[src/logic/pixel_readout_pkg.sv]
/* Word format, source tags and register map shared by the readout data path.
   Modules import it inside their bodies and use scoped names in port lists. */
package pixel_readout_pkg;

    // tagged 32-bit readout word
    typedef struct packed {
        logic [3:0]  tag;
        logic [27:0] payload;
    } data_word_t;

    // source identifiers in the top nibble
    localparam logic [3:0] TAG_SR  = 4'd1;
    localparam logic [3:0] TAG_TDC = 4'd4;

    // serial bits per pixel shift-register frame
    localparam int SR_BITS = 24;

    // register offsets from the base address
    localparam logic [15:0] REG_CTRL   = 16'd0;
    localparam logic [15:0] REG_LOST   = 16'd1;
    localparam logic [15:0] REG_STATUS = 16'd2;

    // source enables, bit 0 is the serial receiver
    typedef struct packed {
        logic tdc_en;
        logic sr_en;
    } ctrl_t;

endpackage

[src/logic/sr_rx.sv]
/* Pixel shift-register receiver. Samples one bit per clock while the serial
   enable is high and emits a tagged word after every full frame. */
`timescale 1ns/1ps

module sr_rx (
    input  logic                             i_bus_clk,
    input  logic                             i_rst,
    input  logic                             i_en,
    input  logic                             i_sr_en,
    input  logic                             i_sdi,
    output pixel_readout_pkg::data_word_t    o_word,
    output logic                             o_valid
);
    import pixel_readout_pkg::*;

    localparam int CNT_W = $clog2(SR_BITS);
    localparam logic [CNT_W-1:0] LAST_BIT = CNT_W'(SR_BITS - 1);

    logic [CNT_W-1:0]   bit_cnt;
    logic [3:0]         frame_cnt;
    logic [SR_BITS-1:0] shreg;
    logic               sampling;

    assign sampling = i_en && i_sr_en;

    always_ff @(posedge i_bus_clk) begin
        if (i_rst) begin
            bit_cnt   <= '0;
            frame_cnt <= '0;
            o_valid   <= 1'b0;
        end else begin
            o_valid <= 1'b0;
            if (!sampling) begin
                // partial frame is dropped
                bit_cnt <= '0;
            end else if (bit_cnt == LAST_BIT) begin
                bit_cnt   <= '0;
                frame_cnt <= frame_cnt + 1'b1;
                o_valid   <= 1'b1;
            end else begin
                bit_cnt <= bit_cnt + 1'b1;
            end
        end
    end

    // first bit ends up in the MSB
    always_ff @(posedge i_bus_clk) begin
        if (sampling) begin
            shreg <= {shreg[SR_BITS-2:0], i_sdi};
            if (bit_cnt == LAST_BIT) begin
                o_word.tag     <= TAG_SR;
                o_word.payload <= {frame_cnt, shreg[SR_BITS-2:0], i_sdi};
            end
        end
    end

endmodule

[config.mk]
export PLATFORM = sky130hd
export DESIGN_NAME = sr_rx
export DESIGN_NICKNAME = d
export VERILOG_FILES = /design/src/logic/pixel_readout_pkg.sv /design/src/logic/sr_rx.sv
export SDC_FILE = /design/constraint.sdc
export NUM_CORES = 1
export LEC_CHECK = 0
export BUFFER_PORTS_ARGS = -buffer_cell sky130_fd_sc_hd__buf_2
export CAP_MARGIN = 20
export CORE_MARGIN = 2
export CORE_UTILIZATION = 57
export CTS_CLUSTER_DIAMETER = 40
export DETAILED_ROUTE_END_ITERATION = 10
export PLACE_DENSITY_LB_ADDON = 0.2
export SLEW_MARGIN = 30
export SYNTH_ARGS = -nofsm -noshare
export SYNTH_HDL_FRONTEND = slang
export SYNTH_SLANG_ARGS = --single-unit
[constraint.sdc]
create_clock -name i_bus_clk -period 8.25 [get_ports i_bus_clk]
set_clock_uncertainty 0.15 [all_clocks]
set_input_delay 0.4125 -clock i_bus_clk [delete_from_list [all_inputs] [get_ports i_bus_clk]]
set_output_delay 0.4125 -clock i_bus_clk [all_outputs]
set_load 0.05 [all_outputs]
Word-level counts from Yosys, hierarchy flattened:

Cells that the tools add are included.

* output and inout port bits: 33
* logic and storage cells: 14
* memories kept: 0
* bits in writable memories: 0
* register bits: 61
* bits in latches: 0
* input bits: 5
* ROM bits: 0

* bitwise logic cells: 1
* eq/ne operators: 1
* order comparisons: 0
* divide/modulo/power cells: 0
* reductions and logical operators: 4
* add/subtract/negate cells: 2
* multipliers: 0
* mux-type cells: 1
* shift-type cells: 0

Operator list (number)
* $add A5 B1 Y5 const B: 1
* $eq A5 B5 Y1 const B: 1
* $add A4 B1 Y4 const B: 1
* $reduce_or A3 Y1: 1
* $reduce_and A2 Y1: 1
* $reduce_or A2 Y1: 1
* $logic_and A1 B1 Y1: 1
* $mux W1: 1
* $not A1 Y1: 1

Logic depth before layout (Yosys ltp):

* depth in word-level cells: 3
* depth in mapped cells: 5
* gate-level depth less buffers: 4

Worst setup path after synthesis:

OpenSTA, ideal clock, no wires.

* path kind: register to register
* from: register bit_cnt[0]
* to: register o_word[0] (netlist bit) (enable)
* library setup time: 0.413 ns
* setup slack: 5.666 ns
* arrival time: 2.021 ns
* stages on the path, launching flop included: 5
* required time: 7.687 ns
* clock period less this slack: 2.584 ns
* buffers on the path: 1
* cell sequence: dfxtp_1 > ha_1 > nand4b_1 > buf_2 > nor2_1

* cells in the longest elaborated chain, start to end: 2

Ends and longest elaborated chain
* from (decl): line sr_rx.sv:19 `logic [CNT_W-1:0] bit_cnt;`
* from (signal assigned): line sr_rx.sv:41 `bit_cnt <= bit_cnt + 1'b1;`
* $eq A5 B5 Y1: line sr_rx.sv:50 `if (bit_cnt == LAST_BIT) begin`
* $reduce_and A2 Y1 (no source line)
* to (decl): line sr_rx.sv:11 `output pixel_readout_pkg::data_word_t o_word,`

Every way passes these cells.
A chain may end at the register's enable or synchronous reset.

Final worst setup path:

* from: register bit_cnt[0]
* to: register o_word[20] (netlist bit) (enable)

The elaborated chain is that of the path after synthesis.

==> flow_summary.json <==
{
  "status": "finished, final reports clean",
  "p_sw_share_pct": 21.4,
  "syn_inst": 105,
  "grt.overflow.total": 0,
  "fmax_mhz": 418,
  "critPathMaxFanout": 17,
  "slew_headroom_pct": 40.9,
  "cts_max_path_buffers": 2,
  "cap_violations": 0,
  "cts_sinks": 61,
  "dr.pass1.iters": 4,
  "yosys_warnings": 0,
  "syn_to_final_growth_pct": 16.4,
  "core_area_sq_um": 3360,
  "htree_levels": 3,
  "grt_max_degree": 24,
  "ant_nets": 0,
  "clockRootBuffer": "clkbuf_4",
  "dieArea_sq_um": 4000,
  "gp_congestion": 0.710,
  "post-route-min-period_ps": 2390,
  "ys_ff_latch": 61,
  "nNetsFinal": 152,
  "syn_area_sq_um": 2000,
  "post_cts_buffers": 0,
  "pwr-share-comb_pct": 1.7,
  "min_period_over_period_pct": 29.0,
  "grt_pass1_vias": 938,
  "grt_pass1_wl_um": 4480,
  "via_per_inst": 4.97,
  "worstSetupStartpointType": "flop",
  "routed_wl_um": 2780,
  "ys_types": 23,
  "drive_gt1_share_pct": 34.7,
  "chipWidth_um": 63.2,
  "hold_end": "o_word[0]",
  "r2r-end": "o_word[20]",
  "cts_buffers": 9,
  "end_kind": "flop",
  "dp_cells": 180,
  "worst_slew_pin_slew_ps": 885,
  "hold_depth": 1,
  "p_leak_uw": 0.000842,
  "arrival_ps": 2320,
  "setup_viol": 0,
  "drv_slew": 0,
  "synth_top_area_cell": "edfxtp_1",
  "cts_resized": 0,
  "final_cells": 196,
  "p_seq_share_pct": 62.2,
  "drtIter0Drc": 53,
  "r2r_cells": 4,
  "synth_top_area_share_pct": 76.5,
  "num_vias": 974,
  "worstReg2RegStart": "bit_cnt[0]",
  "finalSetupTns_ps": 0,
  "reg2reg_slack_ps": 5860,
  "syn_area_per_cell_sq_um": 19.1,
  "antenna_found_initial": 0,
  "cts_tree": "built",
  "rsz0062_at_grt": "no",
  "cp.required_ps": 8180,
  "num_io_pins": 38,
  "irDropWorstVdd_v": 0.000230,
  "hold_viol": 0,
  "clock_latency_ps": 380,
  "hold_buffers": 0,
  "pwr-share-clk_pct": 36.1,
  "antennaDiodeCount": 0,
  "rows": 21,
  "ys_seq_area_share_pct": 86.6,
  "cell_internal_pwr_uw": 428,
  "grt_use_total_pct": 15.7,
  "crit_type": "flop to flop",
  "portBuffers": 33,
  "start_util_pct": 59.5,
  "wl_per_cell_um": 14.2,
  "power_density_nw_per_um2": 234,
  "dp_hpwl_um": 1730,
  "path_clk_slew_ps": 100,
  "drc": 0,
  "p_sw_uw": 117,
  "yosys-top-cells-area": "edfxtp_1, dfxtp_1, buf_4, a21oi_1, ha_1",
  "hold_path.class": "input pin to flop",
  "die-height_um": 63.2,
  "min_from": "i_sdi"
}
[synth_stat cells]
cell,number
dfxtp_1,10
inv_1,3
buf_2,1
xnor2_1,1
nand2_1,3
and3_2,1
nand4b_1,1
clkbuf_1,1
xor2_1,1
and3b_1,1
ha_1,2
and4b_2,1
nand3_1,2
or3_1,2
nor3_1,3
o21ai_0,2
a21oi_1,5
buf_4,5
edfxtp_1,51
conb_1,2
or4_1,2
nor2_1,3
o31ai_1,2
[metal layers]
| metal | global-route usage, % | part of all wire (%) | wire length, um | vias up |
|---|---|---|---|---|
| met1 | 19.9 | 46 | 1280 | 464 |
| met5 | 0 | 0 | 0 | - |
| met4 | 9.78 | 2.9 | 80 | 0 |
| li1 | - | - | - | 466 |
| met3 | 6.07 | 5.7 | 157 | 8 |
| met2 | 23.0 | 45 | 1260 | 36 |
[per-stage QoR]
step / hold WS [ps] / cell area, sq um / util (%) / total power, uW / worst slack [ps]
floorplan: 250 / 2010 / - / 354 / 5670
global placement: 266 / 2190 / 65.3 / 355 / 5970
detailed placement: 269 / 2190 / 65.3 / 356 / 5870
CTS: 53.3 / 2330 / 69.2 / 549 / 5820
global route: 45.8 / 2330 / 69.2 / 565 / 5650
finish: 66.7 / 2330 / 69.2 / 545 / 5860
[critical path, cell delays in order (launching register included)]
cell and delay, ps:
dfxtp_1 370, ha_1 240, nand4b_1 360, nor2_2 610, buf_4 350
[layout make-up]
| class | count | area [sq um] |
|---|---|---|
| Fill cell | 237 | 1030 |
| Multi-Input combinational cell | 36 | 221 |
| Sequential cell | 61 | 1730 |
| Tap cell | 46 | 57.6 |
| Clock inverter | 7 | 66.3 |
| Inverter | 3 | 11.3 |
| Timing Repair Buffer | 34 | 173 |
| Clock buffer | 9 | 67.6 |
[power groups by stage]
stage               clock [uW]  combinational [uW]  sequential [uW]
floorplan                    0                8.97              345
global placement             0                8.97              346
detailed placement           0                9.28              346
CTS                        201                9.22              339
global route               215                9.97              340
finish                     197                9.16              339
[cells by family after synthesis]
logic type                 after synthesis  synth area share [%]
buffers and inverters                   10                  2.88
other                                    2                 0.375
xor gates and xnor gates                 2                 0.876
DFF                                     61                  86.6
and+or+nand+nor                         19                  5.57
AOI/OAI and AO/OA                        9                  2.50
adders and majority gates                2                  1.25
[cell usage in the layout, fill, tap and decap left out, types with 2 or more instances in the layout]
cell type   synthesis  routed
clkinvlp_4          0       3
nand3_1             2       2
edfxtp_1           51      51
nor3_1              3       3
nor2_1              3       2
inv_1               3       3
nand2_1             3       3
clkinv_2            0       2
conb_1              2       4
o31ai_1             2       2
or3_1               2       2
or4_1               2       2
buf_2               1      33
clkbuf_4            0       9
o21ai_0             2       2
dfxtp_1            10      10
a21oi_1             5       5
ha_1                2       2
[how the worst max path moves through the flow]
stage | startpoint | endpoint | depth (start not counted)
after floorplan | bit_cnt[0] | o_word[0] | 4
after global placement | bit_cnt[0] | o_word[10] | 4
after detailed placement | bit_cnt[0] | o_word[21] | 4
after CTS | bit_cnt[0] | o_word[21] | 4
after global routing | bit_cnt[0] | o_word[21] | 4
final | bit_cnt[0] | o_word[20] | 4
[registers in the layout, summed over array words and instances (netlist names)]
name	count
o_word	28
shreg	23
bit_cnt	5
frame_cnt	4
o_valid	1
Power figures use the tool's default switching activity.
