==> src/logic/pixel_readout_pkg.sv <==
/* Word format, source tags and register map shared by the readout data path.
   Modules import it inside their bodies and use scoped names in port lists. */
package pixel_readout_pkg;

    // tagged 32-bit readout word
    typedef struct packed {
        logic [3:0]  tag;
        logic [27:0] payload;
    } data_word_t;

    // source identifiers in the top nibble
    localparam logic [3:0] TAG_SR  = 4'd1;
    localparam logic [3:0] TAG_TDC = 4'd4;

    // serial bits per pixel shift-register frame
    localparam int SR_BITS = 24;

    // register offsets from the base address
    localparam logic [15:0] REG_CTRL   = 16'd0;
    localparam logic [15:0] REG_LOST   = 16'd1;
    localparam logic [15:0] REG_STATUS = 16'd2;

    // source enables, bit 0 is the serial receiver
    typedef struct packed {
        logic tdc_en;
        logic sr_en;
    } ctrl_t;

endpackage

==> src/logic/hit_tdc.sv <==
/* Hit-OR pulse-width TDC. Counts bus clocks while the hit input is high and
   emits a tagged word with event number and length on the falling edge. */
`timescale 1ns/1ps

module hit_tdc (
    input  logic                             i_bus_clk,
    input  logic                             i_rst,
    input  logic                             i_en,
    input  logic                             i_hit_or,
    output pixel_readout_pkg::data_word_t    o_word,
    output logic                             o_valid
);
    import pixel_readout_pkg::*;

    logic        hit_q;
    logic        armed;
    logic        rise;
    logic        fall;
    logic [15:0] len;
    logic [11:0] evt_cnt;

    assign rise = i_hit_or && !hit_q;
    assign fall = !i_hit_or && hit_q;

    always_ff @(posedge i_bus_clk) begin
        if (i_rst) begin
            hit_q   <= 1'b0;
            armed   <= 1'b0;
            evt_cnt <= '0;
            o_valid <= 1'b0;
        end else begin
            hit_q   <= i_hit_or;
            o_valid <= 1'b0;
            // enable is sampled at the start of each pulse
            if (rise) begin
                armed <= i_en;
            end else if (fall) begin
                armed <= 1'b0;
                if (armed) begin
                    o_valid <= 1'b1;
                    evt_cnt <= evt_cnt + 1'b1;
                end
            end
        end
    end

    always_ff @(posedge i_bus_clk) begin
        if (rise) begin
            len <= 16'd1;
        end else if (i_hit_or && len != 16'hFFFF) begin
            len <= len + 1'b1;
        end
        if (fall) begin
            o_word.tag     <= TAG_TDC;
            o_word.payload <= {evt_cnt, len};
        end
    end

endmodule

==> config.mk <==
export PLATFORM = sky130hd
export DESIGN_NAME = hit_tdc
export DESIGN_NICKNAME = d
export VERILOG_FILES = /design/src/logic/pixel_readout_pkg.sv /design/src/logic/hit_tdc.sv
export SDC_FILE = /design/constraint.sdc
export NUM_CORES = 1
export LEC_CHECK = 0
export BUFFER_PORTS_ARGS = -buffer_cell sky130_fd_sc_hd__buf_4
export CORE_MARGIN = 1
export CORE_UTILIZATION = 51
export DETAILED_ROUTE_END_ITERATION = 12
export GPL_ROUTABILITY_DRIVEN = 1
export HOLD_SLACK_MARGIN = 0.03
export PLACE_DENSITY = 0.73
export SETUP_SLACK_MARGIN = 0.1
export SYNTH_ARGS = -nofsm -noshare
export SYNTH_HDL_FRONTEND = slang
export SYNTH_SLANG_ARGS = --single-unit
==> constraint.sdc <==
create_clock -name i_bus_clk -period 4.69 [get_ports i_bus_clk]
set_input_delay 0.7035 -clock i_bus_clk [delete_from_list [all_inputs] [get_ports i_bus_clk]]
set_output_delay 0.7035 -clock i_bus_clk [all_outputs]
set_load 0.02 [all_outputs]
==> Word level (Yosys, flattened, before mapping) <==
Cells that the tools add are included.
{ "totals": {"regBits": 59, "input_bits": 4, "output_inout_bits": 33, "wordCells": 22} }
{ "classes": {"n_addsub": 2, "n_eq_ne": 1, "n_mux": 3, "n_bitwise": 2, "reduce_logical": 8} }
{ "ops": {"columns": ["cell", "count"], "rows": [
  ["16-bit by 1-bit adder with 16-bit output, second input constant", 1],
  ["16-bit inequality test, second input constant", 1],
  ["12-bit by 1-bit adder with 12-bit output, second input constant", 1],
  ["1-bit logical AND", 3],
  ["1-bit 2-to-1 mux", 3],
  ["3-bit AND reduction", 1],
  ["3-bit OR reduction", 1],
  ["1-bit zero test", 2],
  ["1-bit NOT", 2],
  ["2-bit nonzero test", 1]
]} }

==> Longest topological paths before layout <==
{ "depth": {"word_depth": 4, "ltp_mapped": 7, "depth_no_buf": 6} }

==> Least setup slack after synthesis <==
No wires, ideal clock.
{ "synth_timing": {"kind": "input to register", "from": "in i_hit_or", "to": "reg evt_cnt[11]", "setup_ns": 0.070, "arrival_time_ns": 2.690, "t_required_ns": 4.620, "setup_slack_ns": 1.930, "path_stages": 6, "n_path_buf": 0, "path_cell_list": "inv_1 > ha_1 > and4b_1 > nand3_1 > or4_1 > a21oi_1"} }
{ "synth_via": {"elab_chain_cells": 3, "word_cells_on_any_way": 5, "cone_classes": "bitwise (1); reduce/logical (4)"} }
{ "synth_lines": {"columns": ["element", "line", "text"], "rows": [
  ["from (decl)", "hit_tdc.sv:9", "input logic i_hit_or,"],
  ["1-bit zero test", "hit_tdc.sv:23", "assign fall = !i_hit_or && hit_q;"],
  ["1-bit logical AND", "hit_tdc.sv:23", null],
  ["named net fall", "hit_tdc.sv:18", "logic fall;"],
  ["3-bit AND reduction (no line)", null, null],
  ["to (signal assigned)", "hit_tdc.sv:41", "evt_cnt <= evt_cnt + 1'b1;"],
  ["to (decl)", "hit_tdc.sv:20", "logic [11:0] evt_cnt;"]
]} }
The timed path passes the listed nets, and every way through them passes these cells.
A chain may end at the register's enable or synchronous reset.

==> Worst setup path in the final report <==
{ "layout_timing": {"from": "in i_hit_or", "to": "reg evt_cnt[11]"} }
{ "layout_via": {"elab_chain_cells": 3, "word_cells_on_any_way": 5, "cone_classes": "bitwise (1); reduce/logical (4)"} }
{ "layout_lines": {"columns": ["element", "line", "text"], "rows": [
  ["1-bit logical AND", "hit_tdc.sv:22", "assign rise = i_hit_or && !hit_q;"],
  ["named net rise", "hit_tdc.sv:17", "logic rise;"],
  ["1-bit NOT (no line)", null, null],
  ["3-bit AND reduction (no line)", null, null]
]} }
The timed path passes the listed nets, and every way through them passes these cells.

==> impl_metrics.env <==
export IMPL_synthTopCellsByArea="edfxtp_1 36%, dfxtp_1 26%, a21oi_1 3.4%"
export IMPL_gp_congestion=0.851
export IMPL_crit_required_ns=4.95
export IMPL_area_growth_syn_to_layout_pct=21.0
export IMPL_crit_type="input pin to flop"
export IMPL_outcome="completed"
export IMPL_p_int_uw=861
export IMPL_drt_pass1_iter_count=4
export IMPL_cp_start_kind="input pin"
export IMPL_combPwrFrac=0.042
export IMPL_syn_inst=201
export IMPL_max_slew_margin=0.520
export IMPL_fin_util=0.647
export IMPL_hold_viol=0
export IMPL_fin_worst_skew_ns=0.00408
export IMPL_worstMarginPinSlew_ns=0.720
export IMPL_total_power_mw=1.09
export IMPL_via_per_inst=5.54
export IMPL_period_minus_slack_ns=2.28
export IMPL_fillers=323
export IMPL_peakVddDrop_v=0.000163
export IMPL_slew_violations=0
export IMPL_cts_max_level=3
export IMPL_worst_path_max_fanout=21
export IMPL_gr_total_overflow=0
export IMPL_async_flop_share=0
export IMPL_synth_top_area_frac=0.356
export IMPL_start_util=0.534
export IMPL_grt_max_degree=31
export IMPL_cts_hold_buffers_added=0
export IMPL_root_buffer="clkbuf_8"
export IMPL_antenna_cells=0
export IMPL_yosysWarningCount=0
export IMPL_io_buffers=32
export IMPL_vias=1644
export IMPL_synth_distinct_cells=39
export IMPL_cp_arrival_ns=2.54
export IMPL_track_usage=0.174
export IMPL_cts_setup_buffers=0
export IMPL_syn_avg_cell_area_sq_um=11.7
export IMPL_drc=0
export IMPL_dp_hpwl_mm=2.67
export IMPL_cp_top_family="simple AND/OR/NAND/NOR gates"
export IMPL_cts_resized=0
export IMPL_yosysTopAreaCell="edfxtp_1"
export IMPL_insertion_delay_ns=0.33
export IMPL_path_cells="buf_4 -> ha_1 -> and4b_1 -> nand3_1 -> or4_1 -> a21oi_1"
export IMPL_die_area_sq_mm=0.00490
export IMPL_routedWlPerCell_microns=13.5
export IMPL_cp_slowest_cell="or4_1"
export IMPL_power_frac_seq=0.509
export IMPL_synth_edff_count=28
export IMPL_swShare=0.213
export IMPL_power_density_mw_per_mm2=383
export IMPL_setup_viol=0
export IMPL_synth_seq_cells=59
export IMPL_die_w_microns=70.0
export IMPL_fp_coreArea_sq_mm=0.00441
export IMPL_antenna_found_initial=0
export IMPL_ys_seq_area_frac=0.620
export IMPL_drt_iter0_drc=78
export IMPL_die_y_microns=70.0
export IMPL_rsz0062_at_grt="no"
export IMPL_ioPinCount=37
export IMPL_fp_row_count=24
export IMPL_finalNetCount=248
export IMPL_synth_top_flop_cell="dfxtp_1"
export IMPL_ctsLongestPathBuffers=2
export IMPL_leakage_nw=1.06
export IMPL_cts_sinks=59
export IMPL_fin_tns_setup_ns=0
export IMPL_p_switching_uw=233
export IMPL_holdWs_ns=0.463
export IMPL_first_global_vias=1408
export IMPL_layout_drive_gt1_share=0.233
export IMPL_fmax_mhz=439
export IMPL_clk_pin_slew_ns=0.07
export IMPL_grt_pass1_wl_mm=6.58
export IMPL_path_buf_inv=1
export IMPL_drv_cap=0
export IMPL_cp_end_kind="flop"
export IMPL_hold_class="flop to flop"
export IMPL_syn_cell_area_sq_mm=0.00236
export IMPL_ant_nets=0
export IMPL_cts_tree="built"
export IMPL_clockPowerShare=0.449
export IMPL_cts_buffers=9
export IMPL_slowest_delay_ns=0.52
export IMPL_wirelength_mm=4.02
export IMPL_fin_crit_sh=0.485
-- routing by layer --
metal,vias to the layer above,share of wire,GRT usage
li1,833,-,-
met1,764,0.50,0.247
met2,40,0.44,0.246
met3,7,0.041,0.0404
met4,0,0.020,0.0933
met5,-,0,0
-- metrics by stage --
stage,std cells,setup slack [ns],area [sq um]
4_1_cts,297,2.42,2850
6_report,297,2.41,2850
2_1_floorplan,203,1.93,2370
3_5_place_dp,281,2.09,2640
5_1_grt,297,2.27,2850
3_3_place_gp,281,2.11,2640
-- layout make-up --
class                   count  area, sq um  share of cell area
clock inverters             7         92.6              0.0324
clock buffers               9          124              0.0434
inverters                   5         18.8             0.00658
flip-flops and latches     59         1460               0.512
multi-input cells         132          845               0.296
repair buffers             33          248              0.0868
well taps                  52         65.1              0.0228
-- cell families after synthesis --
family | after synthesis | synth area share
other cells | 2 | 0.00318
buf+inv | 12 | 0.0255
xor+xnor | 9 | 0.0334
compound gates | 34 | 0.0865
mux | 3 | 0.0133
fa+ha+maj | 4 | 0.0212
flops | 59 | 0.620
simple gates | 78 | 0.197
-- synth_stat cells (all sizes together), types with 4 or more instances --
library cell	n
edfxtp	28
nand3	6
or3	6
inv	5
ha	4
buf	4
nor2	18
dfxtp	31
nor3	5
nand2	11
o21ai	6
xor2	6
a21oi	16
or4	8
nand4	10
o31ai	7
-- state kept, by name (all words and copies together), names as in the netlist --
| name | count |
|---|---|
| armed | 1 |
| len | 16 |
| o_word | 28 |
| evt_cnt | 12 |
| hit_q | 1 |
| o_valid | 1 |
-- layout by cell type, fill, tap and decap left out, types with 3 or more instances in the layout --
master,synthesis,routed
or3_1,5,5
clkbuf_8,0,9
a21oi_1,16,16
buf_4,4,33
dfxtp_1,31,31
xor2_1,6,6
or4_1,8,8
o41ai_1,3,3
nand2_1,11,11
nor2_1,18,18
inv_1,5,5
conb_1,2,4
ha_1,4,4
nand4_1,8,8
nor4_1,3,3
o31ai_1,7,7
o21ai_0,6,6
edfxtp_1,28,28
clkinvlp_4,0,3
nor3_1,5,5
nand3_1,5,5
xnor2_1,3,3
-- path summary, 6_finish.rpt --
path                                               start                  endpoint  slack (ns)  depth (start not counted)
worst max-delay path                            i_hit_or  evt_cnt[11]$_SDFFE_PP0P_        2.41                          6
worst max register to register          hit_q$_SDFF_PP0_  evt_cnt[11]$_SDFFE_PP0P_        2.58                          6
worst min-delay path            evt_cnt[11]$_SDFFE_PP0P_      o_word[27]$_DFFE_PP_        0.46                          0
worst min register to register  evt_cnt[11]$_SDFFE_PP0P_      o_word[27]$_DFFE_PP_        0.46                          0
-- power groups by stage --
stage / Sequential (mW) / Combinational [mW] / Clock, mW
final: 0.557 / 0.0460 / 0.491
after global routing: 0.559 / 0.0509 / 0.522
after CTS: 0.558 / 0.0462 / 0.496
after detailed placement: 0.569 / 0.0457 / 0
after global placement: 0.568 / 0.0443 / 0
after floorplan: 0.570 / 0.0304 / 0
Power figures use the tool's default switching activity.
