**src/logic/pixel_readout_pkg.sv**
```systemverilog
/* Word format, source tags and register map shared by the readout data path.
   Modules import it inside their bodies and use scoped names in port lists. */
package pixel_readout_pkg;

    // tagged 32-bit readout word
    typedef struct packed {
        logic [3:0]  tag;
        logic [27:0] payload;
    } data_word_t;

    // source identifiers in the top nibble
    localparam logic [3:0] TAG_SR  = 4'd1;
    localparam logic [3:0] TAG_TDC = 4'd4;

    // serial bits per pixel shift-register frame
    localparam int SR_BITS = 24;

    // register offsets from the base address
    localparam logic [15:0] REG_CTRL   = 16'd0;
    localparam logic [15:0] REG_LOST   = 16'd1;
    localparam logic [15:0] REG_STATUS = 16'd2;

    // source enables, bit 0 is the serial receiver
    typedef struct packed {
        logic tdc_en;
        logic sr_en;
    } ctrl_t;

endpackage

```
**src/logic/ctrl_regs.sv**
```systemverilog
/* Control and status registers on the 16-bit address bus: source enables,
   lost-word counter and output FIFO fill level. Reads return one cycle later. */
`timescale 1ns/1ps

module ctrl_regs #(
    parameter logic [15:0] BASEADDR = 16'h0000,
    parameter int          CNT_W    = 4
) (
    input  logic                        i_bus_clk,
    input  logic                        i_rst,
    input  logic [15:0]                 i_bus_add,
    input  logic [7:0]                  i_bus_wdata,
    input  logic                        i_bus_wr,
    input  logic                        i_bus_rd,
    output logic [7:0]                  o_bus_rdata,
    output pixel_readout_pkg::ctrl_t    o_ctrl,
    input  logic [1:0]                  i_drop,
    input  logic [CNT_W-1:0]            i_out_count
);
    import pixel_readout_pkg::*;

    localparam logic [15:0] ADDR_CTRL   = BASEADDR + REG_CTRL;
    localparam logic [15:0] ADDR_LOST   = BASEADDR + REG_LOST;
    localparam logic [15:0] ADDR_STATUS = BASEADDR + REG_STATUS;

    logic [7:0] lost_q;
    logic [8:0] lost_sum;
    logic [7:0] rd_mux;

    // both sources can drop in the same cycle
    assign lost_sum = {1'b0, lost_q} + 9'(i_drop[0]) + 9'(i_drop[1]);

    always_ff @(posedge i_bus_clk) begin
        if (i_rst) begin
            o_ctrl <= '0;
            lost_q <= '0;
        end else begin
            if (i_bus_wr && i_bus_add == ADDR_CTRL) o_ctrl <= ctrl_t'(i_bus_wdata[1:0]);
            if (i_bus_wr && i_bus_add == ADDR_LOST) begin
                lost_q <= '0;
            end else begin
                lost_q <= lost_sum[8] ? 8'hFF : lost_sum[7:0];
            end
        end
    end

    always_comb begin
        case (i_bus_add)
            ADDR_CTRL:   rd_mux = {6'd0, o_ctrl};
            ADDR_LOST:   rd_mux = lost_q;
            ADDR_STATUS: rd_mux = 8'(i_out_count);
            default:     rd_mux = 8'd0;
        endcase
    end

    always_ff @(posedge i_bus_clk) begin
        if (i_rst) begin
            o_bus_rdata <= 8'd0;
        end else if (i_bus_rd) begin
            o_bus_rdata <= rd_mux;
        end
    end

endmodule

```
**config.mk**
```make
export PLATFORM = sky130hd
export DESIGN_NAME = ctrl_regs
export DESIGN_NICKNAME = d
export VERILOG_FILES = /design/src/logic/pixel_readout_pkg.sv /design/src/logic/ctrl_regs.sv
export SDC_FILE = /design/constraint.sdc
export NUM_CORES = 1
export LEC_CHECK = 0
export BUFFER_PORTS_ARGS = -buffer_cell sky130_fd_sc_hd__clkbuf_2
export CAP_MARGIN = 25
export CORE_MARGIN = 2
export CORE_UTILIZATION = 48
export DETAILED_ROUTE_END_ITERATION = 8
export MAX_ROUTING_LAYER = met4
export PLACE_DENSITY = 0.85
export SYNTH_ARGS = -nofsm -noshare
export SYNTH_HDL_FRONTEND = slang
export SYNTH_SLANG_ARGS = --single-unit
```
**constraint.sdc**
```tcl
create_clock -name i_bus_clk -period 4.7 [get_ports i_bus_clk]
set_input_delay 0.235 -clock i_bus_clk [delete_from_list [all_inputs] [get_ports i_bus_clk]]
set_output_delay 0.235 -clock i_bus_clk [all_outputs]
set_load 0.01 [all_outputs]
```
# --- After elaboration in Yosys (flattened, before gate mapping) ---
# Index checks and enable logic that the tools add are counted.
word_totals:
  inputBits: 34
  word_cells: 14
  out_inout_bits: 10
  reg_bits: 18
classes:
  muxes: 2
  add_sub_neg: 2
  reduce_logical: 4
  n_eq_ne: 2
op_table:
  columns: ["cell", "n"]
  rows:
  - ["case mux 8 bit (3 select lines)", 1]
  - ["equality test 16 x 1 -> 1 bit (second input constant)", 1]
  - ["equality test 16 x 2 -> 1 bit (second input constant)", 1]
  - ["zero test 16 bit", 1]
  - ["adder 8 x 1 -> 9 bit", 1]
  - ["adder 9 x 1 -> 9 bit", 1]
  - ["two-way mux 8 bit", 1]
  - ["logical AND 1 bit", 2]
  - ["OR reduction 2 bit", 1]

# --- Logic depth before layout (Yosys ltp) ---
logic_depth:
  word_depth: 3
  mapped_depth: 6
  mapped_depth_nobuf: 6

# --- Worst setup path before layout ---
# OpenSTA, ideal clock, no wires.
synth_path:
  path_type: "input port to flip-flop"
  startpoint: "input port i_bus_add[5]"
  endpoint: "register o_ctrl[0] (netlist bit)"
  path_buffers: 0
  path_slack_ns: 3.043
  setup_time_ns: 0.132
  cell_stages: 4
  arrival_ns: 1.525
  required_ns: 4.568
  cell_sequence: "or4_4 > or4_4 > o21ai_1 > a21oi_1"
synth_between:
  elab_chain_len: 2
synth_rtl:
  columns: ["item", "line", "rtl"]
  rows:
  - ["start: declaration", "ctrl_regs.sv:11", "input logic [15:0] i_bus_add,"]
  - ["zero test 16 bit", "ctrl_regs.sv:38", "if (i_bus_wr && i_bus_add == ADDR_CTRL) o_ctrl <= ctrl_t'(i_bus_wdata[1:0]);"]
  - ["logical AND 1 bit", "ctrl_regs.sv:38", null]
  - ["end signal: assignment", "ctrl_regs.sv:38", null]
  - ["end: declaration", "ctrl_regs.sv:16", "output pixel_readout_pkg::ctrl_t o_ctrl,"]
# Every way passes these cells.
# A chain may end at the register's enable or synchronous reset.

# --- Final worst setup path ---
layout_path:
  startpoint: "register lost_q[0]"
  endpoint: "register lost_q[3]"
layout_between:
  elab_chain_len: 3
layout_rtl:
  columns: ["item", "line", "rtl"]
  rows:
  - ["start: declaration", "ctrl_regs.sv:26", "logic [7:0] lost_q;"]
  - ["start signal: assignment", "ctrl_regs.sv:42", "lost_q <= lost_sum[8] ? 8'hFF : lost_sum[7:0];"]
  - ["adder 8 x 1 -> 9 bit", "ctrl_regs.sv:31", "assign lost_sum = {1'b0, lost_q} + 9'(i_drop[0]) + 9'(i_drop[1]);"]
  - ["adder 9 x 1 -> 9 bit", "ctrl_regs.sv:31", null]
  - ["two-way mux 8 bit", "ctrl_regs.sv:42", null]
# Every way passes these cells.

==> flow_metrics.env <==
export IMPL_mostFrequentLayoutCell="clkbuf_2"
export IMPL_area_delta_synth_final_pct=27.1
export IMPL_yosys_area_top_type="dfxtp_1"
export IMPL_syn_area_um2=906
export IMPL_fin_ws_ns=3.10
export IMPL_numCtsBuffers=3
export IMPL_dieHeight_um=47.4
export IMPL_fmax_ghz=0.624
export IMPL_cts_buffer_depth=2
export IMPL_cts_tree="built"
export IMPL_fin_skew_ns=0.00340
export IMPL_hold_path_class="in -> reg"
export IMPL_synth_fp_nets=138
export IMPL_wl_mm=2.16
export IMPL_antenna_cells=0
export IMPL_num_nets_final=178
export IMPL_synthAdderAreaFrac_pct=3.59
export IMPL_root_buffer="clkbuf_4"
export IMPL_vdd_ir_drop_worst_mv=0.201
export IMPL_maxCapViolations=0
export IMPL_fin_util_pct=65.9
export IMPL_status="completed"
export IMPL_post_route_period_util_pct=34.1
export IMPL_startpoint_type="register"
export IMPL_finalInstanceArea_mm2=0.00115
export IMPL_grt_pass1_wl_mm=3.62
export IMPL_hpwl_mm=1.74
export IMPL_dpl_cell_area_mm2=0.00111
export IMPL_dp_worst_setup_slack_ns=2.90
export IMPL_layout_drive_gt1_share_pct=36.2
export IMPL_end_kind="register"
export IMPL_slew_headroom_pct=69.5
export IMPL_rows=15
export IMPL_dp_cells=162
export IMPL_yosysSeqAreaShare_pct=39.8
export IMPL_final_antenna_net_count=0
export IMPL_worstSetupPathType="reg -> reg"
export IMPL_synth_xor_area_share_pct=2.90
export IMPL_critPathRequiredTime_ns=4.93
export IMPL_avgSynthCellArea_um2=8.88
export IMPL_overflow=0
export IMPL_die_area_mm2=0.00225
export IMPL_synth_compound_area_share_pct=17.0
export IMPL_h_tree_depth=1
export IMPL_dr_first_iter_drc_count=17
export IMPL_setup_viol=0
export IMPL_ys_async_sr_fraction_pct=0
export IMPL_routabilityCongestion=0.727
export IMPL_grt_antenna_before_repair=0
export IMPL_ys_seq_elements=18
export IMPL_drt_first_pass_iters=4
export IMPL_critPathMaxStageDelay_ns=0.37
export IMPL_synth_top_area_share_pct=39.8
export IMPL_postCtsHoldBufs=0
export IMPL_period_needed_ns=1.60
export IMPL_ys_types=30
export IMPL_instances_no_fill=166
export IMPL_ys_flop_type="dfxtp_1"
export IMPL_vias=909
export IMPL_cts_sinks=18
export IMPL_port_buffers=37
export IMPL_rsz0062_at_grt="no"
export IMPL_die_w_um=47.4
export IMPL_yosys_area_share_simple_pct=32.0
export IMPL_cts_setup_buffers=0
export IMPL_finalHoldViolCount=0
export IMPL_slew_viol_final=0
export IMPL_arrival_ns=1.83
export IMPL_drt_vias_per_instance=5.48
export IMPL_wl_per_cell_um=13.0
export IMPL_synth_warnings=0
export IMPL_crit_slowest_cell="dfxtp_1"
export IMPL_cts_resized_gates=0
export IMPL_synth_top_family_by_area="simple AND/OR/NAND/NOR gates"
export IMPL_synth_area_mux_share_pct=2.21
export IMPL_clkTransAtPathRegs_ns=0.10
export IMPL_tns_ns=0
export IMPL_final_cell_mix="clkbuf_2, dfxtp_1, a21oi_1"
export IMPL_synthCells=102
export IMPL_synth_edf_count=0
export IMPL_crit_path_cell_trace="fa_1, ha_1, inv_1, nor2_1, nand4_1, a21oi_1"
export IMPL_crit_path_max_fanout=5
export IMPL_netlist_top_cells_area="dfxtp_1, a21oi_1, or4_4, nor2_1, nor2b_1"
export IMPL_drc_errors=0
export IMPL_grt_pass1_vias=863
export IMPL_clk_latency_ns=0.30
export IMPL_powerDensity_mw_per_mm2=257
export IMPL_start_util_pct=51.9
export IMPL_worst_slew_pin_slew_ns=0.457
export IMPL_pin_count=44
export IMPL_grt_max_degree=12
export IMPL_core_mm2=0.00175
export IMPL_p_leak_nw=0.481
export IMPL_gr_usage_all_layers_pct=23.4
final cells by class:
class	count	area [µm²]
timing repair buffer	37	185
fill	154	594
multi-input combinational	78	523
tap	25	31.3
inverter	4	15.0
clock buffer	4	36.3
sequential	18	360
synthesized netlist by cell type, types with 2 or more instances:
cell type	n
nand2_1	2
nor2b_1	6
nand3_1	6
nor2_1	11
inv_1	4
a22o_1	2
nand4_1	3
o2bb2ai_1	2
clkbuf_1	2
xnor2_1	2
or3b_2	2
o21ai_1	2
nor3_1	2
nand2b_1	4
dfxtp_1	18
mux2i_1	2
a21oi_1	16
or4_4	4
metrics by stage:
stage	hold slack, ns	power, mW
after floorplan	0.389	0.184
after global placement	0.456	0.200
after detailed placement	0.471	0.202
after CTS	0.168	0.297
after global routing	0.198	0.306
final	0.183	0.296
critical path: cells and delay by family, from the launching register on:
kind | cells | cell delay [ns]
and+or+nand+nor | 2 | 0.45
adders and majority gates | 2 | 0.44
DFF | 1 | 0.37
AOI/OAI and AO/OA | 1 | 0.20
buffers and inverters | 1 | 0.07
path summary, 6_finish.rpt:
| path | start | end | slack (ns) | cells past startpoint |
|---|---|---|---|---|
| worst max-delay path | lost_q[0] | lost_q[3] | 3.10 | 6 |
| worst min-delay path | i_bus_wdata[0] | o_ctrl[0] | 0.18 | 3 |
| worst max register to register | lost_q[0] | lost_q[3] | 3.10 | 6 |
| worst min register to register | o_bus_rdata[7] | o_bus_rdata[7] | 0.48 | 2 |
sequential cells by signal, summed over array words and instances, names as in the netlist:
signal,flops
o_bus_rdata,8
lost_q,8
o_ctrl,2
kinds of logic after synthesis:
| family | count (synthesis) |
|---|---|
| adder cells (fa/ha/maj) | 2 |
| multiplexers | 2 |
| XOR/XNOR | 3 |
| buffers and inverters | 6 |
| flip-flops | 18 |
| AND/OR/NAND/NOR | 45 |
| AO/OA/AOI/OAI | 26 |
where the power goes:
| group | switching, mW | total [mW] | internal (mW) | leakage (nW) |
|---|---|---|---|---|
| sequential | 0.00418 | 0.161 | 0.156 | 0.146 |
| clock | 0.0492 | 0.0964 | 0.0473 | 0.0210 |
| combinational | 0.0192 | 0.0386 | 0.0194 | 0.314 |
routing by layer:
| metal | track usage [%] | vias up | part of all wire, % | wire length, µm |
|---|---|---|---|---|
| met2 | 39.5 | 31 | 50 | 1080 |
| li1 | - | 445 | - | - |
| met1 | 27.7 | 427 | 43 | 919 |
| met5 | - | - | 0 | 0 |
| met3 | 4.15 | 6 | 5.0 | 108 |
| met4 | 8.33 | 0 | 2.3 | 49 |
Note: power is estimated with default switching activity, not from simulation.
