$ cat src/logic/pixel_readout_pkg.sv
/* Word format, source tags and register map shared by the readout data path.
   Modules import it inside their bodies and use scoped names in port lists. */
package pixel_readout_pkg;

    // tagged 32-bit readout word
    typedef struct packed {
        logic [3:0]  tag;
        logic [27:0] payload;
    } data_word_t;

    // source identifiers in the top nibble
    localparam logic [3:0] TAG_SR  = 4'd1;
    localparam logic [3:0] TAG_TDC = 4'd4;

    // serial bits per pixel shift-register frame
    localparam int SR_BITS = 24;

    // register offsets from the base address
    localparam logic [15:0] REG_CTRL   = 16'd0;
    localparam logic [15:0] REG_LOST   = 16'd1;
    localparam logic [15:0] REG_STATUS = 16'd2;

    // source enables, bit 0 is the serial receiver
    typedef struct packed {
        logic tdc_en;
        logic sr_en;
    } ctrl_t;

endpackage

$ cat src/logic/word_fifo.sv
/* Synchronous first-word-fall-through FIFO of readout words. The head word is
   shown on o_data whenever o_empty is low; a push into a full FIFO is dropped. */
`timescale 1ns/1ps

module word_fifo #(
    parameter  int DEPTH = 4,
    localparam int CNT_W = $clog2(DEPTH + 1)
) (
    input  logic                             i_bus_clk,
    input  logic                             i_rst,
    input  logic                             i_push,
    input  pixel_readout_pkg::data_word_t    i_data,
    input  logic                             i_pop,
    output pixel_readout_pkg::data_word_t    o_data,
    output logic                             o_empty,
    output logic                             o_full,
    output logic [CNT_W-1:0]                 o_count,
    output logic                             o_drop
);
    import pixel_readout_pkg::*;

    localparam int PTR_W = (DEPTH > 1) ? $clog2(DEPTH) : 1;

    data_word_t       mem [DEPTH];
    logic [PTR_W-1:0] wr_ptr;
    logic [PTR_W-1:0] rd_ptr;
    logic             wr_en;
    logic             rd_en;

    function automatic logic [PTR_W-1:0] next_ptr(input logic [PTR_W-1:0] ptr);
        return (ptr == PTR_W'(DEPTH - 1)) ? '0 : ptr + 1'b1;
    endfunction

    assign o_empty = (o_count == '0);
    assign o_full  = (o_count == CNT_W'(DEPTH));
    assign wr_en   = i_push && !o_full;
    assign rd_en   = i_pop && !o_empty;
    assign o_drop  = i_push && o_full;
    assign o_data  = mem[rd_ptr];

    always_ff @(posedge i_bus_clk) begin
        if (i_rst) begin
            wr_ptr  <= '0;
            rd_ptr  <= '0;
            o_count <= '0;
        end else begin
            if (wr_en) wr_ptr <= next_ptr(wr_ptr);
            if (rd_en) rd_ptr <= next_ptr(rd_ptr);
            if (wr_en && !rd_en) begin
                o_count <= o_count + 1'b1;
            end else if (rd_en && !wr_en) begin
                o_count <= o_count - 1'b1;
            end
        end
    end

    always_ff @(posedge i_bus_clk) begin
        if (wr_en) mem[wr_ptr] <= i_data;
    end

    // readers must only pop a word they can see
    a_no_pop_empty: assert property (@(posedge i_bus_clk) disable iff (i_rst)
        i_pop |-> !o_empty)
        else $error("pop from empty word FIFO");

endmodule

$ cat src/logic/host_out.sv
/* Output FIFO with a byte-serial host read port. o_fd shows the current byte
   of the head word, LSB first; each i_fread advances, the fourth pops the word. */
`timescale 1ns/1ps

module host_out #(
    parameter  int OUT_DEPTH = 8,
    localparam int CNT_W     = $clog2(OUT_DEPTH + 1)
) (
    input  logic                             i_bus_clk,
    input  logic                             i_rst,
    input  logic                             i_push,
    input  pixel_readout_pkg::data_word_t    i_word,
    input  logic                             i_fread,
    output logic [7:0]                       o_fd,
    output logic                             o_empty,
    output logic                             o_full,
    output logic [CNT_W-1:0]                 o_count
);
    import pixel_readout_pkg::*;

    data_word_t  head;
    logic [31:0] head_bits;
    logic [1:0]  byte_ptr;
    logic        rd_byte;
    logic        pop;
    logic        fifo_drop;

    assign rd_byte = i_fread && !o_empty;
    assign pop     = rd_byte && (byte_ptr == 2'd3);

    word_fifo #(
        .DEPTH(OUT_DEPTH)
    ) out_fifo_i (
        .i_bus_clk(i_bus_clk),
        .i_rst    (i_rst),
        .i_push   (i_push),
        .i_data   (i_word),
        .i_pop    (pop),
        .o_data   (head),
        .o_empty  (o_empty),
        .o_full   (o_full),
        .o_count  (o_count),
        .o_drop   (fifo_drop)
    );

    assign head_bits = head;
    assign o_fd      = head_bits[{byte_ptr, 3'b000} +: 8];

    always_ff @(posedge i_bus_clk) begin
        if (i_rst) begin
            byte_ptr <= 2'd0;
        end else if (rd_byte) begin
            byte_ptr <= byte_ptr + 1'b1;
        end
    end

    // the arbiter holds off while full, so nothing is lost here
    a_no_out_drop: assert property (@(posedge i_bus_clk) disable iff (i_rst)
        !fifo_drop)
        else $error("word pushed into full output FIFO");

endmodule

$ cat config.mk
export PLATFORM = sky130hd
export DESIGN_NAME = host_out
export DESIGN_NICKNAME = d
export VERILOG_FILES = /design/src/logic/pixel_readout_pkg.sv /design/src/logic/word_fifo.sv /design/src/logic/host_out.sv
export SDC_FILE = /design/constraint.sdc
export NUM_CORES = 1
export LEC_CHECK = 0
export CORE_ASPECT_RATIO = 0.8
export CORE_MARGIN = 2
export CORE_UTILIZATION = 57
export DETAILED_ROUTE_END_ITERATION = 12
export DONT_BUFFER_PORTS = 1
export PLACE_DENSITY = 0.75
export SLEW_MARGIN = 20
export SYNTH_ARGS = -nofsm -noshare
export SYNTH_HDL_FRONTEND = slang
export SYNTH_SLANG_ARGS = --single-unit
$ cat constraint.sdc
create_clock -name i_bus_clk -period 6 [get_ports i_bus_clk]
set_clock_uncertainty 0.2 [all_clocks]
set_input_delay 1.8 -clock i_bus_clk [delete_from_list [all_inputs] [get_ports i_bus_clk]]
set_output_delay 1.8 -clock i_bus_clk [all_outputs]
set_load 0.01 [all_outputs]
# Word level (Yosys, flattened, before mapping)

Memory sizes are Yosys's and may differ from the RTL's. A register that Yosys moved wholly into a read port is not among the register bits.
Cells that the tools add are included.

Bits in registers: 12
RAM bits: 256
Bits of input ports: 36
Output and inout port bits: 14
Word-level logic and storage cells: 35
Memories: 1

Add/subtract/negate cells: 5
Equality and inequality tests: 4
Shifts and indexed selects: 1
Muxes and demuxes: 8
Reduce and logical (&&, ||, !) cells: 12

Memories:

| name           | words | width | read ports | clocked after memory_dff | wr ports | line            | text |
|---|---|---|---|---|---|---|---|
| out_fifo_i.mem | 8     | 32    | 1          | 1                        | 1        | word_fifo.sv:24 | `data_word_t mem [DEPTH];` |

Operators by type and width:

| operator                                         | number |
|---|---|
| indexed part select 32 x 6 -> 8 bit              | 1 |
| 2-to-1 mux 3 bit                                 | 4 |
| 2-to-1 mux 4 bit                                 | 2 |
| adder 3 x 1 -> 3 bit, second input constant      | 2 |
| == test 3 bit, second input constant             | 2 |
| logical AND 1 bit                                | 6 |
| adder 4 x 1 -> 4 bit, second input constant      | 1 |
| == test 4 bit, second input constant             | 1 |
| zero test 1 bit                                  | 4 |
| zero test 4 bit                                  | 1 |
| subtractor 4 x 1 -> 4 bit, second input constant | 1 |
| adder 2 x 1 -> 2 bit, second input constant      | 1 |
| == test 2 bit, second input constant             | 1 |
| 2-to-1 mux 1 bit                                 | 2 |
| nonzero test 2 bit                               | 1 |

# Longest topological paths before layout

Gate-level depths: netlist (run 1).

Depth after elaboration: 8
Mapped depth: 11
Depth with buffers taken out: 10

# Modules after synthesis

From an unflattened synthesis (run 1), not the netlist that was laid out.

Cell total of the unflattened synthesis: 465
Area total of the unflattened synthesis: 10735.3 µm²

By module, submodules not included:

| module    | times used | cells each | area an instance (µm²) | sequential area each (µm²) |
|---|---|---|---|---|
| word_fifo | 1          | 446        | 10447.5                | 7947.6 |
| host_out  | 1          | 19         | 287.8                  | 40.0 |

# Worst setup path before layout (run 1)

Ideal clock, no wire load.

Kind: input-to-reg
From: in i_push
To: mem out_fifo_i.mem[0][0] (netlist bit), enable pin
Setup time: 0.501 ns
Arrival time: 5.245 ns
Required time: 5.299 ns
Path slack: 0.054 ns
Cell stages on the path: 3
Path buffers: 1
Cells stage by stage: a21bo_2 > clkbuf_1 > nor4_1

Longest elaborated chain between the ends: 3

RTL lines:

| element                                | line            | text |
|---|---|---|
| start, declared                        | host_out.sv:11  | `input logic i_push,` |
| logical AND 1 bit                      | word_fifo.sv:36 | `assign wr_en = i_push && !o_full;` |
| 2-to-1 mux 1 bit                       | word_fifo.sv:58 | `if (wr_en) mem[wr_ptr] <= i_data;` |
| 2-to-1 mux 1 bit (not written as such) | word_fifo.sv:58 |  |
| end, declared                          | word_fifo.sv:24 |  |

No other way between the ends.

==> results of run 1 <==
==> Yosys cell counts <==
library cell | number | share of area (%)
ha_1 | 8 | 0.96
nand2b_1 | 3 | 0.18
nor3_1 | 5 | 0.24
a21bo_2 | 1 | 0.096
nor4_1 | 2 | 0.12
buf_1 | 6 | 0.22
nor2_1 | 14 | 0.50
clkbuf_1 | 8 | 0.29
nand2_1 | 8 | 0.29
xor2_1 | 2 | 0.17
mux4_2 | 80 | 17
dfxtp_1 | 15 | 2.9
or3_1 | 2 | 0.12
mux2i_1 | 5 | 0.48
edfxtp_1 | 256 | 74
buf_4 | 6 | 0.43
xnor2_1 | 1 | 0.084
and2_1 | 1 | 0.060
buf_6 | 1 | 0.11
buf_2 | 1 | 0.048
fa_1 | 1 | 0.19
nand3b_1 | 1 | 0.072
mux2_2 | 9 | 0.97
nor2b_1 | 1 | 0.060
inv_1 | 2 | 0.072
a21oi_1 | 6 | 0.29
a21o_1 | 1 | 0.072
==> layout make-up <==
type,count,area share [%]
tap,230,2.47
clock buffer,32,5.79
multi-input combinational,151,20.4
clock inverter,15,1.74
sequential,271,68.8
inverter,2,0.0646
timing repair buffer,11,0.818
==> worst max path at each step <==
stage	startpoint	to	slack, ps	cells past startpoint
after global placement	flop	o_fd[7]	1480	4
final	flop	o_fd[7]	990	4
after global routing	flop	o_fd[7]	820	4
after floorplan	i_push	out_fifo_i.mem[0][0]$_DFFE_PP_	50	3
after detailed placement	flop	o_fd[7]	1470	4
after CTS	flop	o_fd[7]	920	4
==> power groups by stage <==
stage                     clock network (W)  logic (W)  registers, W
final                               0.00165   0.000355       0.00224
after global routing                0.00176   0.000383       0.00225
after CTS                           0.00169   0.000361       0.00224
after floorplan                           0   0.000277       0.00224
after detailed placement                  0   0.000358       0.00228
after global placement                    0   0.000349       0.00227
==> stage by stage <==
step / cells / utilization [%]
after detailed placement: 665 / 59.5
after global placement: 665 / 59.5
after global routing: 712 / 64.4
after floorplan: 446 / -
after CTS: 712 / 64.4
final: 712 / 64.4
==> flip-flops by register name, summed over array words and instances (netlist names), named ones only <==
| register | flops |
|---|---|
| byte_ptr | 2 |
| out_fifo_i.o_count | 4 |
| out_fifo_i.rd_ptr | 3 |
| out_fifo_i.wr_ptr | 3 |
| out_fifo_i.mem | 256 |
==> routing by layer <==
metal	vias up	wire [µm]	GRT usage, %
met5	-	0	0
li1	1915	-	-
met1	2342	7310	27.2
met2	169	9540	33.5
met3	28	1760	5.34
met4	0	271	3.94
==> worst max-delay path: cells and delay by family, from the launching register on <==
family,cells,cell delay (ps)
buffers and inverters,1,380
muxes,3,1430
DFF,1,670
==> kinds of logic (layout without fill, tap and decap cells) <==
logic type               after synthesis  count (layout)  synth area share, %
AO/OA/AOI/OAI                          8               8                0.456
XOR/XNOR                               3               3                0.252
adder cells (fa/ha/maj)                9               9                 1.15
buffers and inverters                 24              60                 1.16
flip-flops                           271             271                 76.6
multiplexers                          94              94                 18.7
AND/OR/NAND/NOR                       37              37                 1.64
==> impl_metrics.toml, run 1 <==
[run_status]
run_status = "finished, final reports clean"

[timing]
fin_ws_ps = 986
min_period_ps = 5010
setup_viol = 0
rsz0062_at_grt = "false"
tns_ps = 0
relSlewSlack_pct = 30.6
worst_slew_pin_slew_ps = 1040
fin_crit_sh_pct = 83.6
finalHoldViolCount = 0
slew_viol_final = 0
whs_ps = 295
max_freq_ghz = 0.199

[pwr]
p_seq_share_pct = 52.8
power_switching_share_pct = 21.8
p_clk_share_pct = 38.8
internal-power_w = 0.00332
switchingPower_w = 0.000925
cellPowerDensity_nw_per_um2 = 365
p_leak_nw = 3.61
ir_worst_vdd_uv = 286
power_w = 0.00424
pwr-share-comb_pct = 8.4

[routing]
viasPerCell = 6.26
route.detailed.drc = 0
routed_wirelength_um = 18900
num_vias = 4454
ant_nets = 0
drt-pass1-iter-count = 4
wire_per_inst_um = 26.5
drtIter0Drc = 509

[cts]
numCtsBuffers = 26
cts_max_path_buffers = 3
clk_latency_ps = 520
cts.sinks = 271
htreeDepth = 1
cts_tree = "done"
cts_setup_buffers = 0
clk_pin_slew_worst_paths_ps = 60
root_buffer = "clkbuf_16"
cts_hold_buf = 0
cts_resized = 0

[min_path]
min_from = "out_fifo_i.rd_ptr[0]$_SDFFE_PP0P_"
min_path_cells = 2
hp-class = "reg2reg"

[cells_and_area]
syn2layout_area_growth_pct = 11.5
design_area_um2 = 11600
seq_area_um2 = 7990
multiInputGateArea_um2 = 2370
layout_commonest_cell = "edfxtp_1"
nets = 508
nFillCells = 1168
mostFrequentLayoutCells = "256 x edfxtp_1, 80 x mux4_2, 26 x clkbuf_16"
diodes = 0
drive_gt1_share_pct = 31.5

[placed_design]
hpwlAfterDp_um = 10300
gp_congestion = 0.736
place_ws_ps = 1470
place_area_um2 = 10800
io_buffers = 0

[floorplan]
num_rows = 44
io_pins = 50
die_w_um = 155
fp.dieArea_um2 = 19400
fp.dieH_um = 125
core-area_um2 = 18100
start_util_pct = 57.7

[logic_synthesis]
ys_seq_area_share_pct = 76.6
synth_seq_cells = 271
synth_area_um2 = 10400
synth_nets = 491
postSynthAreaPerCell_um2 = 23.4
synth_cells = 446
yosys_warnings = 0
ys_types = 27

[critical_path]
critPathRequiredTime_ps = 4000
r2r_start = "byte_ptr[0]$_SDFFE_PP0N_"
end_kind = "primary output"
path_class = "reg2out"
cpPeakStageDelay_ps = 670
path_cells = "buf_12 -> mux4_2 -> mux4_2 -> mux2_2"
r2r_cells = 9
reg2reg_slack_ps = 2690
cp_slowest_cell = "dfxtp_4"
cp-start-kind = "flop"
worstPathArrival_ps = 3010
worstReg2RegEnd = "out_fifo_i.o_count[3]$_SDFFE_PP0P_"
cpMostUsedCell = "mux4_2"
crit_fanout = 41

[global_route]
grt_antenna_before_repair = 0
grt_pass1_vias = 4770
grt_start_max_net_pins = 65
grt-ovfl-total = 0
grt_pass1_wl_um = 28300
grt.total_usage_pct = 20.0

[job]
cap_violations = 0
Power figures use the tool's default switching activity.
==> run 2: changes to the inputs <==
--- a/config.mk
+++ b/config.mk
@@ -5,6 +5,7 @@
 export SDC_FILE = /design/constraint.sdc
 export NUM_CORES = 1
 export LEC_CHECK = 0
+export ABC_AREA = 1
 export CORE_ASPECT_RATIO = 0.8
 export CORE_MARGIN = 2
 export CORE_UTILIZATION = 57
==> constraint.sdc (replaced) <==
create_clock -name i_bus_clk -period 4.5 [get_ports i_bus_clk]
set_clock_uncertainty 0.2 [all_clocks]
set_input_delay 1.35 -clock i_bus_clk [delete_from_list [all_inputs] [get_ports i_bus_clk]]
set_output_delay 1.35 -clock i_bus_clk [all_outputs]
set_load 0.01 [all_outputs]
==> run 2 against run 1 <==
- total power rose by 32%
- combinational power up 41%
- sequential share of layout area shrank 3.2 points
- highest routed layer unchanged
==> impl_metrics.toml, run 2 <==
[run_status]
run_status = "finished, final reports clean"

[logic_synthesis]
synth_nets = 1005
ys_top_cells_by_count = "378 x nand2_1, 256 x edfxtp_1, 198 x nand3_1"
synth_edf_count = 256
ys_seq_area_share_pct = 71.5
synth_cells = 960
ys_types = 22
synth.most_common_cell = "nand2_1"
async_flop_share_pct = 0
synth_area_um2 = 11200
yosys.area.top_type = "edfxtp_1"
yosys_warnings = 0
postSynthAreaPerCell_um2 = 11.6
synth.area.top_cells = "edfxtp_1 69%, nand2_1 13%, nand3_1 8.9%"
synth_top_cell_area_share_pct = 68.8
synth_seq_cells = 271
synthFlopType = "edfxtp_1"

[global_route]
grt_use_met2_pct = 38.3
grt.total_usage_pct = 23.4
grt_start_max_net_pins = 100
use_met1_pct = 32.3
busiest_layer = "met2"
grt_antenna_before_repair = 0
grt_pass1_wl_um = 37100
grt_pass1_vias = 6716
grt-ovfl-total = 0
grt.met3_usage_pct = 4.39

[timing]
relSlewSlack_pct = 45.1
fin_crit_sh_pct = 87.7
min_period_ps = 3950
max_freq_ghz = 0.253
tns_ps = 0
finalHoldViolCount = 0
setup_viol = 0
worst_slew_pin_slew_ps = 824
slew_viol_final = 0
rsz0062_at_grt = "false"

[critical_path]
reg2reg_slack_ps = 1800
path_class = "reg2out"
cpPeakStageDelay_ps = 550
worstPathArrival_ps = 2400
critPathRequiredTime_ps = 2950
cp-start-kind = "flop"
end_kind = "primary output"
cpMostUsedCell = "nand2_1"
crit_fanout = 34
r2r_cells = 7
path_cells = "inv_2 -> buf_12 -> nand3_1 -> nand3_1 -> nand2_1 -> nand2_1 -> nand2_1 -> nand2_1 -> nand2_1"
cp_slowest_cell = "inv_2"

[cells_and_area]
reg.largest.list = "out_fifo_i.mem: 256 flops, out_fifo_i.o_count: 4 flops"
largest_register = "out_fifo_i.mem"
mostFrequentLayoutCells = "378 x nand2_1, 256 x edfxtp_1, 198 x nand3_1"
layout_commonest_cell = "nand2_1"
nets = 999
largest_reg_flops = 256
syn2layout_area_growth_pct = 9.18
drive_gt1_share_pct = 6.78
diodes = 0

[cts]
cts_hold_buf = 0
clk_pin_slew_worst_paths_ps = 60
cts_max_path_buffers = 3
htreeDepth = 1
numCtsBuffers = 26
cts.sinks = 271
cts_resized = 0
clk_latency_ps = 520
cts_tree = "done"
cts_setup_buffers = 0
root_buffer = "clkbuf_16"

[pwr]
cellPowerDensity_nw_per_um2 = 459
power_w = 0.00560
p_leak_nw = 4.48
ir_worst_vdd_uv = 366

[floorplan]
core-area_um2 = 19100
fp.dieH_um = 129
num_rows = 45
fp.dieArea_um2 = 20700
die_w_um = 161
start_util_pct = 58.5
io_pins = 50

[routing]
drt-pass1-iter-count = 5
num_vias = 7047
route.detailed.drc = 0
drtIter0Drc = 801
routed_wirelength_um = 23800
wire_per_inst_um = 19.4
viasPerCell = 5.72
ant_nets = 0

[placed_design]
gp_congestion = 0.810
hpwlAfterDp_um = 13200
io_buffers = 0

[job]
cap_violations = 0

[min_path]
min_path_cells = 2
hp-class = "reg2reg"
## run 2: cell count changes after synthesis, moves of 9 or more
cell     previous run  this run
buf_2               1        14
mux4_2             80         0
nand2_1             8       378
buf_6               1        24
mux2_2              9         0
nand3_1             0       198
inv_1               2        14
## run 2: layout make-up
class	count	area, µm²
flip-flops and latches	271	7990
fillers	1376	6890
multi-input cells	618	2760
clock buffers	32	694
well taps	258	323
repair buffers	19	205
clock inverters	15	148
inverters	18	68.8
## run 2: routing by layer
metal | vias to the layer above | part of all wire [%]
li1 | 3321 | -
met1 | 3360 | 42
met2 | 308 | 47
met3 | 58 | 8.2
met4 | 0 | 2.8
met5 | - | 0
## run 2: power by group
group          internal (W)  switching [W]
clock network       0.00126       0.000880
registers           0.00290      0.0000544
logic              0.000139       0.000362
total               0.00430        0.00130
## run 2: critical path, delay by kind of cell, from the launching register on
family	cells	cell delay, ps
buf+inv	2	850
simple gates	7	680
flops	1	320
## run 2: stage by stage
step	setup WS (ps)	cells	util [%]	cell area (µm²)	hold slack, ps
6_report	552	1231	63.9	12200	281
5_1_grt	397	1231	63.9	12200	311
4_1_cts	566	1231	63.9	12200	284
3_5_place_dp	1140	1184	59.5	11400	275
3_3_place_gp	1170	1184	59.5	11400	261
2_1_floorplan	839	960	-	11200	259
## run 2: final timing paths
| check | startpoint | end |
|---|---|---|
| hold reg to reg | out_fifo_i.rd_ptr[1]$_SDFFE_PP0P_ | flop |
| setup / recovery | flop | o_fd[7] |
| setup reg to reg | out_fifo_i.o_count[0]$_SDFFE_PP0P_ | out_fifo_i.mem[1][7]$_DFFE_PP_ |
| hold / removal | out_fifo_i.rd_ptr[1]$_SDFFE_PP0P_ | flop |
## run 2: logic make-up after synthesis
group                    share of synthesized area, %
adder cells (fa/ha/maj)                          1.08
buffers and inverters                            4.29
AND/OR/NAND/NOR                                  22.1
flip-flops                                       71.5
XOR/XNOR                                        0.235
AO/OA/AOI/OAI                                   0.762
